**src/led_matrix_pkg.sv**
```systemverilog
package led_matrix_pkg;

    // matrix geometry defaults
    localparam int default_pixel_width       = 16;
    localparam int default_pixel_height      = 8;
    localparam int default_brightness_levels = 5;

    // command bytes from the serial link
    localparam logic [7:0] cmd_red_on         = "R";
    localparam logic [7:0] cmd_red_off        = "r";
    localparam logic [7:0] cmd_green_on       = "G";
    localparam logic [7:0] cmd_green_off      = "g";
    localparam logic [7:0] cmd_blue_on        = "B";
    localparam logic [7:0] cmd_blue_off       = "b";
    localparam logic [7:0] cmd_all_planes_off = "0"; // also the base for digit toggles
    localparam logic [7:0] cmd_all_planes_on  = "9";
    localparam logic [7:0] cmd_set_brightness = "T";
    localparam logic [7:0] cmd_write_row      = "L";
    localparam logic [7:0] cmd_write_pixel    = "P";

    // rgb565 field widths
    localparam int red_bits   = 5;
    localparam int green_bits = 6;
    localparam int blue_bits  = 5;

    typedef struct packed {
        logic [red_bits-1:0]   red;   // bits 15:11
        logic [green_bits-1:0] green;
        logic [blue_bits-1:0]  blue;  // bits 4:0
    } rgb565_t;

    // one stored pixel, seen as two bytes or as colour fields
    typedef union packed {
        logic [1:0][7:0] byte_lane; // lane 1 is the high byte
        rgb565_t         rgb;
    } pixel_word_t;

endpackage

```
**src/frame_buffer.sv**
```systemverilog
`timescale 1ns/100ps

module frame_buffer #(
    parameter int PIXEL_WIDTH  = led_matrix_pkg::default_pixel_width,
    parameter int PIXEL_HEIGHT = led_matrix_pkg::default_pixel_height
) (
    input  logic                             clk_in,
    input  logic                             wr_en,
    input  logic [$clog2(PIXEL_HEIGHT)-1:0]  wr_row,
    input  logic [$clog2(PIXEL_WIDTH)-1:0]   wr_col,
    input  logic                             wr_lane,
    input  logic [7:0]                       wr_byte,
    input  logic [$clog2(PIXEL_HEIGHT)-1:0]  rd_row,
    input  logic [$clog2(PIXEL_WIDTH)-1:0]   rd_col,
    output led_matrix_pkg::pixel_word_t      rd_word
);

    localparam int DEPTH     = PIXEL_WIDTH * PIXEL_HEIGHT;
    localparam int ADDR_BITS = $clog2(DEPTH);

    led_matrix_pkg::pixel_word_t mem [DEPTH];

    logic [ADDR_BITS-1:0] wr_addr;
    logic [ADDR_BITS-1:0] rd_addr;

    // row major layout
    assign wr_addr = ADDR_BITS'(wr_row * PIXEL_WIDTH + wr_col);
    assign rd_addr = ADDR_BITS'(rd_row * PIXEL_WIDTH + rd_col);

    initial begin
        for (int i = 0; i < DEPTH; i++) begin
            mem[i] = '0; // blank frame at power up
        end
    end

    always_ff @(posedge clk_in) begin
        if (wr_en) begin
            mem[wr_addr].byte_lane[wr_lane] <= wr_byte; // one lane, other kept
        end
        rd_word <= mem[rd_addr]; // same-cycle collision reads old word
    end

endmodule

```
**src/led_command_ctrl.sv**
```systemverilog
`timescale 1ns/100ps

module led_command_ctrl #(
    parameter int PIXEL_WIDTH       = led_matrix_pkg::default_pixel_width,
    parameter int PIXEL_HEIGHT      = led_matrix_pkg::default_pixel_height,
    parameter int BRIGHTNESS_LEVELS = led_matrix_pkg::default_brightness_levels
) (
    input  logic                            clk_in,
    input  logic                            reset,
    input  logic [7:0]                      data_rx,
    input  logic                            data_valid,
    output logic [2:0]                      rgb_enable,
    output logic [BRIGHTNESS_LEVELS-1:0]    brightness_enable,
    output logic                            wr_en,
    output logic [$clog2(PIXEL_HEIGHT)-1:0] wr_row,
    output logic [$clog2(PIXEL_WIDTH)-1:0]  wr_col,
    output logic                            wr_lane,
    output logic [7:0]                      wr_byte
);

    localparam int ROW_BITS  = $clog2(PIXEL_HEIGHT);
    localparam int COL_BITS  = $clog2(PIXEL_WIDTH);
    localparam int MAX_DIGIT = 6; // highest plane toggle digit

    typedef enum logic [2:0] {
        idle,
        read_brightness,
        row_addr,
        row_data,
        pixel_row,
        pixel_col,
        pixel_data
    } state_t;

    state_t               state;
    logic [ROW_BITS-1:0]  row_q;
    logic [COL_BITS-1:0]  col_q;
    logic                 lane_q;     // lane of the next pixel byte
    logic                 pixel_byte;
    logic                 last_col;

    assign pixel_byte = data_valid && (state == row_data || state == pixel_data);
    assign last_col   = (col_q == COL_BITS'(PIXEL_WIDTH - 1));

    always_ff @(posedge clk_in) begin
        if (reset) begin
            state             <= idle;
            rgb_enable        <= 3'b111;
            brightness_enable <= {BRIGHTNESS_LEVELS{1'b1}};
            wr_en             <= 1'b0;
            row_q             <= '0;
            col_q             <= '0;
            lane_q            <= 1'b1;
        end else begin
            wr_en <= pixel_byte; // every pixel byte is its own write
            if (data_valid) begin
                case (state)
                    idle: begin
                        case (data_rx)
                            led_matrix_pkg::cmd_red_on:         rgb_enable[0] <= 1'b1;
                            led_matrix_pkg::cmd_red_off:        rgb_enable[0] <= 1'b0;
                            led_matrix_pkg::cmd_green_on:       rgb_enable[1] <= 1'b1;
                            led_matrix_pkg::cmd_green_off:      rgb_enable[1] <= 1'b0;
                            led_matrix_pkg::cmd_blue_on:        rgb_enable[2] <= 1'b1;
                            led_matrix_pkg::cmd_blue_off:       rgb_enable[2] <= 1'b0;
                            led_matrix_pkg::cmd_all_planes_off: begin
                                brightness_enable <= '0;
                            end
                            led_matrix_pkg::cmd_all_planes_on: begin
                                brightness_enable <= {BRIGHTNESS_LEVELS{1'b1}};
                            end
                            led_matrix_pkg::cmd_set_brightness: state <= read_brightness;
                            led_matrix_pkg::cmd_write_row:      state <= row_addr;
                            led_matrix_pkg::cmd_write_pixel:    state <= pixel_row;
                            default: begin
                                // digit k flips plane BRIGHTNESS_LEVELS-k, others ignored
                                for (int i = 0; i < BRIGHTNESS_LEVELS; i++) begin
                                    if ((BRIGHTNESS_LEVELS - i) <= MAX_DIGIT &&
                                        data_rx == led_matrix_pkg::cmd_all_planes_off +
                                                   8'(BRIGHTNESS_LEVELS - i)) begin
                                        brightness_enable[i] <= ~brightness_enable[i];
                                    end
                                end
                            end
                        endcase
                    end
                    read_brightness: begin
                        brightness_enable <= data_rx[BRIGHTNESS_LEVELS-1:0];
                        state             <= idle;
                    end
                    row_addr: begin
                        row_q  <= data_rx[ROW_BITS-1:0]; // wraps through low bits
                        col_q  <= '0;
                        lane_q <= 1'b1;
                        state  <= row_data;
                    end
                    row_data: begin
                        lane_q <= ~lane_q;
                        if (!lane_q) begin
                            col_q <= col_q + 1'b1;
                            if (last_col) begin
                                state <= idle;
                            end
                        end
                    end
                    pixel_row: begin
                        row_q <= data_rx[ROW_BITS-1:0];
                        state <= pixel_col;
                    end
                    pixel_col: begin
                        col_q  <= data_rx[COL_BITS-1:0];
                        lane_q <= 1'b1;
                        state  <= pixel_data;
                    end
                    pixel_data: begin
                        lane_q <= ~lane_q;
                        if (!lane_q) begin
                            state <= idle; // low byte closes the pixel
                        end
                    end
                    default: state <= idle;
                endcase
            end
        end
    end

    // write port payload
    always_ff @(posedge clk_in) begin
        if (pixel_byte) begin
            wr_row  <= row_q;
            wr_col  <= col_q;
            wr_lane <= lane_q;
            wr_byte <= data_rx;
        end
    end

endmodule

```
**src/led_matrix_top.sv**
```systemverilog
`timescale 1ns/100ps

module led_matrix_top #(
    parameter int PIXEL_WIDTH       = led_matrix_pkg::default_pixel_width,
    parameter int PIXEL_HEIGHT      = led_matrix_pkg::default_pixel_height,
    parameter int BRIGHTNESS_LEVELS = led_matrix_pkg::default_brightness_levels
) (
    input  logic                                 clk_in,
    input  logic                                 reset,
    input  logic [7:0]                           data_rx,
    input  logic                                 data_valid,
    output logic [2:0]                           rgb_enable,
    output logic [BRIGHTNESS_LEVELS-1:0]         brightness_enable,
    output logic                                 scan_valid,
    output logic [$clog2(BRIGHTNESS_LEVELS)-1:0] scan_plane,
    output logic [$clog2(PIXEL_HEIGHT)-1:0]      scan_row,
    output logic [$clog2(PIXEL_WIDTH)-1:0]       scan_col,
    output logic                                 red_bit,
    output logic                                 green_bit,
    output logic                                 blue_bit
);

    // write side
    logic                            wr_en;
    logic [$clog2(PIXEL_HEIGHT)-1:0] wr_row;
    logic [$clog2(PIXEL_WIDTH)-1:0]  wr_col;
    logic                            wr_lane;
    logic [7:0]                      wr_byte;

    // read side
    logic [$clog2(PIXEL_HEIGHT)-1:0] rd_row;
    logic [$clog2(PIXEL_WIDTH)-1:0]  rd_col;
    led_matrix_pkg::pixel_word_t     rd_word;

    led_command_ctrl #(
        .PIXEL_WIDTH       (PIXEL_WIDTH),
        .PIXEL_HEIGHT      (PIXEL_HEIGHT),
        .BRIGHTNESS_LEVELS (BRIGHTNESS_LEVELS)
    ) u_ctrl (
        .clk_in            (clk_in),
        .reset             (reset),
        .data_rx           (data_rx),
        .data_valid        (data_valid),
        .rgb_enable        (rgb_enable),
        .brightness_enable (brightness_enable),
        .wr_en             (wr_en),
        .wr_row            (wr_row),
        .wr_col            (wr_col),
        .wr_lane           (wr_lane),
        .wr_byte           (wr_byte)
    );

    frame_buffer #(
        .PIXEL_WIDTH  (PIXEL_WIDTH),
        .PIXEL_HEIGHT (PIXEL_HEIGHT)
    ) u_buffer (
        .clk_in  (clk_in),
        .wr_en   (wr_en),
        .wr_row  (wr_row),
        .wr_col  (wr_col),
        .wr_lane (wr_lane),
        .wr_byte (wr_byte),
        .rd_row  (rd_row),
        .rd_col  (rd_col),
        .rd_word (rd_word)
    );

    matrix_scan #(
        .PIXEL_WIDTH       (PIXEL_WIDTH),
        .PIXEL_HEIGHT      (PIXEL_HEIGHT),
        .BRIGHTNESS_LEVELS (BRIGHTNESS_LEVELS)
    ) u_scan (
        .clk_in            (clk_in),
        .reset             (reset),
        .rgb_enable        (rgb_enable),        // scanner samples the live enables
        .brightness_enable (brightness_enable),
        .rd_word           (rd_word),
        .rd_row            (rd_row),
        .rd_col            (rd_col),
        .scan_valid        (scan_valid),
        .scan_plane        (scan_plane),
        .scan_row          (scan_row),
        .scan_col          (scan_col),
        .red_bit           (red_bit),
        .green_bit         (green_bit),
        .blue_bit          (blue_bit)
    );

endmodule

```
**src/matrix_scan.sv**
```systemverilog
`timescale 1ns/100ps

module matrix_scan #(
    parameter int PIXEL_WIDTH       = led_matrix_pkg::default_pixel_width,
    parameter int PIXEL_HEIGHT      = led_matrix_pkg::default_pixel_height,
    parameter int BRIGHTNESS_LEVELS = led_matrix_pkg::default_brightness_levels
) (
    input  logic                                 clk_in,
    input  logic                                 reset,
    input  logic [2:0]                           rgb_enable,
    input  logic [BRIGHTNESS_LEVELS-1:0]         brightness_enable,
    input  led_matrix_pkg::pixel_word_t          rd_word,
    output logic [$clog2(PIXEL_HEIGHT)-1:0]      rd_row,
    output logic [$clog2(PIXEL_WIDTH)-1:0]       rd_col,
    output logic                                 scan_valid,
    output logic [$clog2(BRIGHTNESS_LEVELS)-1:0] scan_plane,
    output logic [$clog2(PIXEL_HEIGHT)-1:0]      scan_row,
    output logic [$clog2(PIXEL_WIDTH)-1:0]       scan_col,
    output logic                                 red_bit,
    output logic                                 green_bit,
    output logic                                 blue_bit
);

    localparam int PLANE_BITS = $clog2(BRIGHTNESS_LEVELS);
    localparam int ROW_BITS   = $clog2(PIXEL_HEIGHT);
    localparam int COL_BITS   = $clog2(PIXEL_WIDTH);

    // lowest field bit shown on plane 0
    localparam int RED_BASE   = led_matrix_pkg::red_bits - BRIGHTNESS_LEVELS;
    localparam int GREEN_BASE = led_matrix_pkg::green_bits - BRIGHTNESS_LEVELS;
    localparam int BLUE_BASE  = led_matrix_pkg::blue_bits - BRIGHTNESS_LEVELS;

    logic [PLANE_BITS-1:0] plane_q; // address stage, with rd_row/rd_col
    logic                  data_valid_q;
    logic [PLANE_BITS-1:0] data_plane;
    logic [ROW_BITS-1:0]   data_row;
    logic [COL_BITS-1:0]   data_col;
    logic                  last_col;
    logic                  last_row;
    logic                  last_plane;
    logic                  plane_on;

    assign last_col   = (rd_col == COL_BITS'(PIXEL_WIDTH - 1));
    assign last_row   = (rd_row == ROW_BITS'(PIXEL_HEIGHT - 1));
    assign last_plane = (plane_q == PLANE_BITS'(BRIGHTNESS_LEVELS - 1));
    assign plane_on   = brightness_enable[data_plane];

    // column, then row, then plane
    always_ff @(posedge clk_in) begin
        if (reset) begin
            plane_q <= '0;
            rd_row  <= '0;
            rd_col  <= '0;
        end else begin
            rd_col <= last_col ? '0 : rd_col + 1'b1;
            if (last_col) begin
                rd_row <= last_row ? '0 : rd_row + 1'b1;
                if (last_row) begin
                    plane_q <= last_plane ? '0 : plane_q + 1'b1;
                end
            end
        end
    end

    // data stage lines up with rd_word
    always_ff @(posedge clk_in) begin
        if (reset) begin
            data_valid_q <= 1'b0;
            data_plane   <= '0;
            data_row     <= '0;
            data_col     <= '0;
        end else begin
            data_valid_q <= 1'b1;
            data_plane   <= plane_q;
            data_row     <= rd_row;
            data_col     <= rd_col;
        end
    end

    always_ff @(posedge clk_in) begin
        if (reset) begin
            scan_valid <= 1'b0;
            scan_plane <= '0;
            scan_row   <= '0;
            scan_col   <= '0;
            red_bit    <= 1'b0;
            green_bit  <= 1'b0;
            blue_bit   <= 1'b0;
        end else begin
            scan_valid <= data_valid_q;
            scan_plane <= data_plane;
            scan_row   <= data_row;
            scan_col   <= data_col;
            red_bit    <= rd_word.rgb.red[RED_BASE + data_plane] & rgb_enable[0] & plane_on;
            green_bit  <= rd_word.rgb.green[GREEN_BASE + data_plane] & rgb_enable[1] &
                          plane_on;
            blue_bit   <= rd_word.rgb.blue[BLUE_BASE + data_plane] & rgb_enable[2] & plane_on;
        end
    end

endmodule
```
**config.mk**
```make
export PLATFORM = sky130hd
export DESIGN_NAME = led_matrix_top
export DESIGN_NICKNAME = d
export VERILOG_FILES = /design/src/led_matrix_pkg.sv /design/src/frame_buffer.sv /design/src/led_command_ctrl.sv /design/src/led_matrix_top.sv /design/src/matrix_scan.sv
export SDC_FILE = /design/constraint.sdc
export NUM_CORES = 2
export LEC_CHECK = 0
export BUFFER_PORTS_ARGS = -buffer_cell sky130_fd_sc_hd__buf_4
export CORE_UTILIZATION = 40
export CTS_CLUSTER_SIZE = 40
export DETAILED_ROUTE_END_ITERATION = 10
export HOLD_SLACK_MARGIN = 0.06
export PLACE_DENSITY = 0.59
export SLEW_MARGIN = 20
export SYNTH_ARGS = -nofsm -noshare
export SYNTH_HDL_FRONTEND = slang
export SYNTH_SLANG_ARGS = --single-unit
```
**constraint.sdc**
```tcl
create_clock -name clk_in -period 5.3 [get_ports clk_in]
set_clock_uncertainty 0.1 [all_clocks]
set_input_delay 0.265 -clock clk_in [delete_from_list [all_inputs] [get_ports clk_in]]
set_output_delay 0.265 -clock clk_in [all_outputs]
set_load 0.005 [all_outputs]
```
==> key figures <==
Run status
  – Status: complete, no violations

Clock network
  – Clk root buf: clkbuf_16
  – Post-CTS Resized: 0
  – Clk buf depth: 3
  – Worst skew pair latency: 870 ps
  – CTS Buf Count: 206
  – TritonCTS clock tree: built
  – Postcts setup bufs: 0
  – Reg clk slew, reported paths: 60 ps
  – CTS Sinks: 2135
  – H-tree Lvls: 4

Route
  – Via density: 5.79
  – Final WL: 220 mm
  – Drc violations: 0
  – Wire per inst: 30.4 um
  – Post-DRT Antenna Nets: 0
  – Via Count: 41800
  – Iter 0 DRT Violations: 5099
  – TritonRoute pass-1 iters: 8

Synth
  – Yosys top cell area share: 74.3%
  – Cells after Synth: 4149
  – Syn Nets: 4167
  – Post-synthesis register bit count: 2135
  – Synthesis Warnings: 0
  – Ys flop type: edfxtp_1
  – Post-synthesis cell type count: 71
  – Synthesized cell area: 83400 um2
  – Syn avg cell area: 20.1 um2
  – Yosys top cell by area: edfxtp_1
  – Ranking of synthesized cells by area: edfxtp_1 (74%), mux4_2 (11%), mux2i_1 (3.3%)
  – Post-synth EDFFs: 2064
  – Post-synthesis sequential area ratio: 76.0%
  – Ys async rst share: 0%

Floorplan
  – I/O pin cnt: 33
  – Die ar.: 210000 um2
  – DIE HEIGHT: 459 um
  – Die width: 459 um
  – Row count: 167
  – Starting Density: 40.3%
  – Core Area: 207000 um2

Worst setup path
  – Crit path capture type: flop
  – CP most frequent cell: mux4_2
  – Critical path class: reg2reg
  – Slowest Stage Delay on Critical Path: 950 ps
  – Crit path arrival time: 4400 ps
  – Startpoint Class: flop
  – Worst endpoint required time: 5920 ps
  – CP cell instances: buf_12 -> buf_4 -> mux4_2 -> mux4_2 -> or2_0 -> a32oi_1 -> a22oi_1
  – Reg2Reg Depth: 7
  – Slowest cell on crit path: dfxtp_4
  – Critical path peak fanout: 35

Timing
  – Max transition margin: 26.1%
  – Worst-Margin Slew: 1110 ps
  – Final Hold Fails: 0
  – Setup TNS: 0 ps
  – Fin. max-slew vios: 0
  – Final setup fails: 0
  – Min Tclk post-route: 3790 ps
  – Fmax: 264 MHz
  – Fin crit share: 71.5%
  – Unrepaired setup endpoints after global routing: false

GRT
  – First-pass GRT wire length: 312 mm
  – Global Route Usage Sum: 20.8%
  – Largest net degree at the start of global routing: 209
  – Number of global-route vias before repair: 41300
  – Antenna violations before repair: 4
  – GRT overflow: 0

Power
  – Power Density: 368 nW/um2
  – Tot Pwr: 34.3 mW
  – Cell leakage power: 28.5 nW
  – VDD IR max: 0.000335 V

Placement
  – I/O Buffers: 32
  – RePlAce Congestion: 0.811
  – Detail Placement HPWL: 128 mm

Cells and area
  – Synth-to-layout area growth: 12.0%
  – Share of layout cells above drive strength 1: 19.6%
  – NumNets Final: 4284

Worst hold path
  – Worst hold path depth: 2
  – Hold Path Class: in2reg

Job
  – Max-cap viol count: 0
synth_stat cells, types with 13 or more instances:
| master | number |
|---|---|
| a21oi_1 | 101 |
| clkbuf_1 | 84 |
| a32oi_1 | 19 |
| nor2b_1 | 28 |
| nor2_1 | 322 |
| nor3_1 | 15 |
| a31oi_1 | 13 |
| dfxtp_1 | 71 |
| buf_6 | 58 |
| nand3_1 | 38 |
| buf_2 | 49 |
| a221oi_1 | 16 |
| o21ai_0 | 42 |
| o22ai_1 | 19 |
| o221ai_1 | 46 |
| buf_4 | 42 |
| a211oi_1 | 14 |
| mux4_2 | 411 |
| a22oi_1 | 60 |
| edfxtp_1 | 2064 |
| mux4_1 | 16 |
| nand2_1 | 146 |
| mux2i_1 | 276 |
worst paths after layout:
path / end / slack [ps] / from
setup reg to reg: u_buffer.rd_word[15] / 1510 / u_scan.rd_col[0]
hold / removal: u_ctrl.wr_byte[1] / 200 / data_rx[1]
setup / recovery: u_buffer.rd_word[15] / 1510 / u_scan.rd_col[0]
hold reg to reg: u_scan.scan_col[3] / 340 / u_scan.data_col[3]
placed cells by master (no fill, tap or decap), types with 20 or more instances in the layout:
cell type,instances
clkinv_2,29
mux2i_1,276
clkbuf_16,207
edfxtp_1,2064
dfxtp_1,64
nor2_1,316
buf_12,23
clkbuf_1,58
mux4_2,411
nand2_1,140
nand3_1,38
a21oi_1,101
nor2b_1,25
a22oi_1,60
clkinv_1,48
o21ai_0,42
o221ai_1,46
dlygate4sd3_1,20
buf_4,112
per-stage QoR:
step,instance area [um2],utilization (%),cells,hold WS (ps),setup WS [ps]
2_1_floorplan,83400,-,4149,264,1150
3_3_place_gp,86600,41.8,6825,320,1440
3_5_place_dp,86600,41.8,6825,327,1460
4_1_cts,93300,45.1,7226,124,1450
5_1_grt,93300,45.1,7228,199,1280
6_report,93300,45.1,7228,204,1510
what timing repair did:
| action | in CTS | in global routing |
|---|---|---|
| endpoints found under the hold margin | 63 | 0 |
| endpoints found under the setup margin | 0 | 0 |
| hold buffers | 20 | 0 |
power breakdown:
group | leakage [nW] | internal (mW) | switching, mW
Sequential | 19.1 | 18.2 | 0.0672
Clock | 3.18 | 8.01 | 6.38
Combinational | 6.18 | 0.724 | 0.895
Total | 28.5 | 27.0 | 7.34
flip-flops by register name, summed over array words and instances (netlist names), 4 cells and up:
| name | cells |
|---|---|
| u_buffer.mem | 2048 |
| u_buffer.rd_word | 16 |
| u_ctrl.brightness_enable | 5 |
| u_ctrl.col_q | 4 |
| u_ctrl.wr_byte | 8 |
| u_ctrl.wr_col | 4 |
| u_scan.data_col | 4 |
| u_scan.rd_col | 4 |
| u_scan.scan_col | 4 |
per-layer routing:
| metal | vias up | global-route usage (%) | routed length (um) |
|---|---|---|---|
| li1 | 17300 | - | - |
| met1 | 22300 | 29.3 | 92500 |
| met2 | 1887 | 32.1 | 102000 |
| met3 | 324 | 4.67 | 18600 |
| met4 | 4 | 6.71 | 6670 |
| met5 | - | 0.230 | 42 |
kinds of logic after synthesis:
kind of cell | share of synthesized area [%]
DFF | 76.0
muxes | 15.1
and+or+nand+nor | 3.06
AOI/OAI and AO/OA | 3.56
buffers and inverters | 2.08
xor gates and xnor gates | 0.0735
adders and majority gates | 0.105
worst max-delay path: cells and delay by family, from the launching register on:
| family | cells | cell delay (ps) |
|---|---|---|
| muxes | 2 | 1050 |
| DFF | 1 | 950 |
| buffers and inverters | 2 | 730 |
| AOI/OAI and AO/OA | 2 | 520 |
| and+or+nand+nor | 1 | 270 |
area by class of cell:
type	instances	area [um2]
Multi-Input combinational cell	1753	18300
Sequential cell	2135	63400
Antenna cell	1	2.50
Fill cell	17400	114000
Clock buffer	273	5510
Tap cell	2788	3490
Inverter	14	56.3
Clock inverter	108	1040
Timing Repair Buffer	156	1530
(Power assumes the default switching activity.)
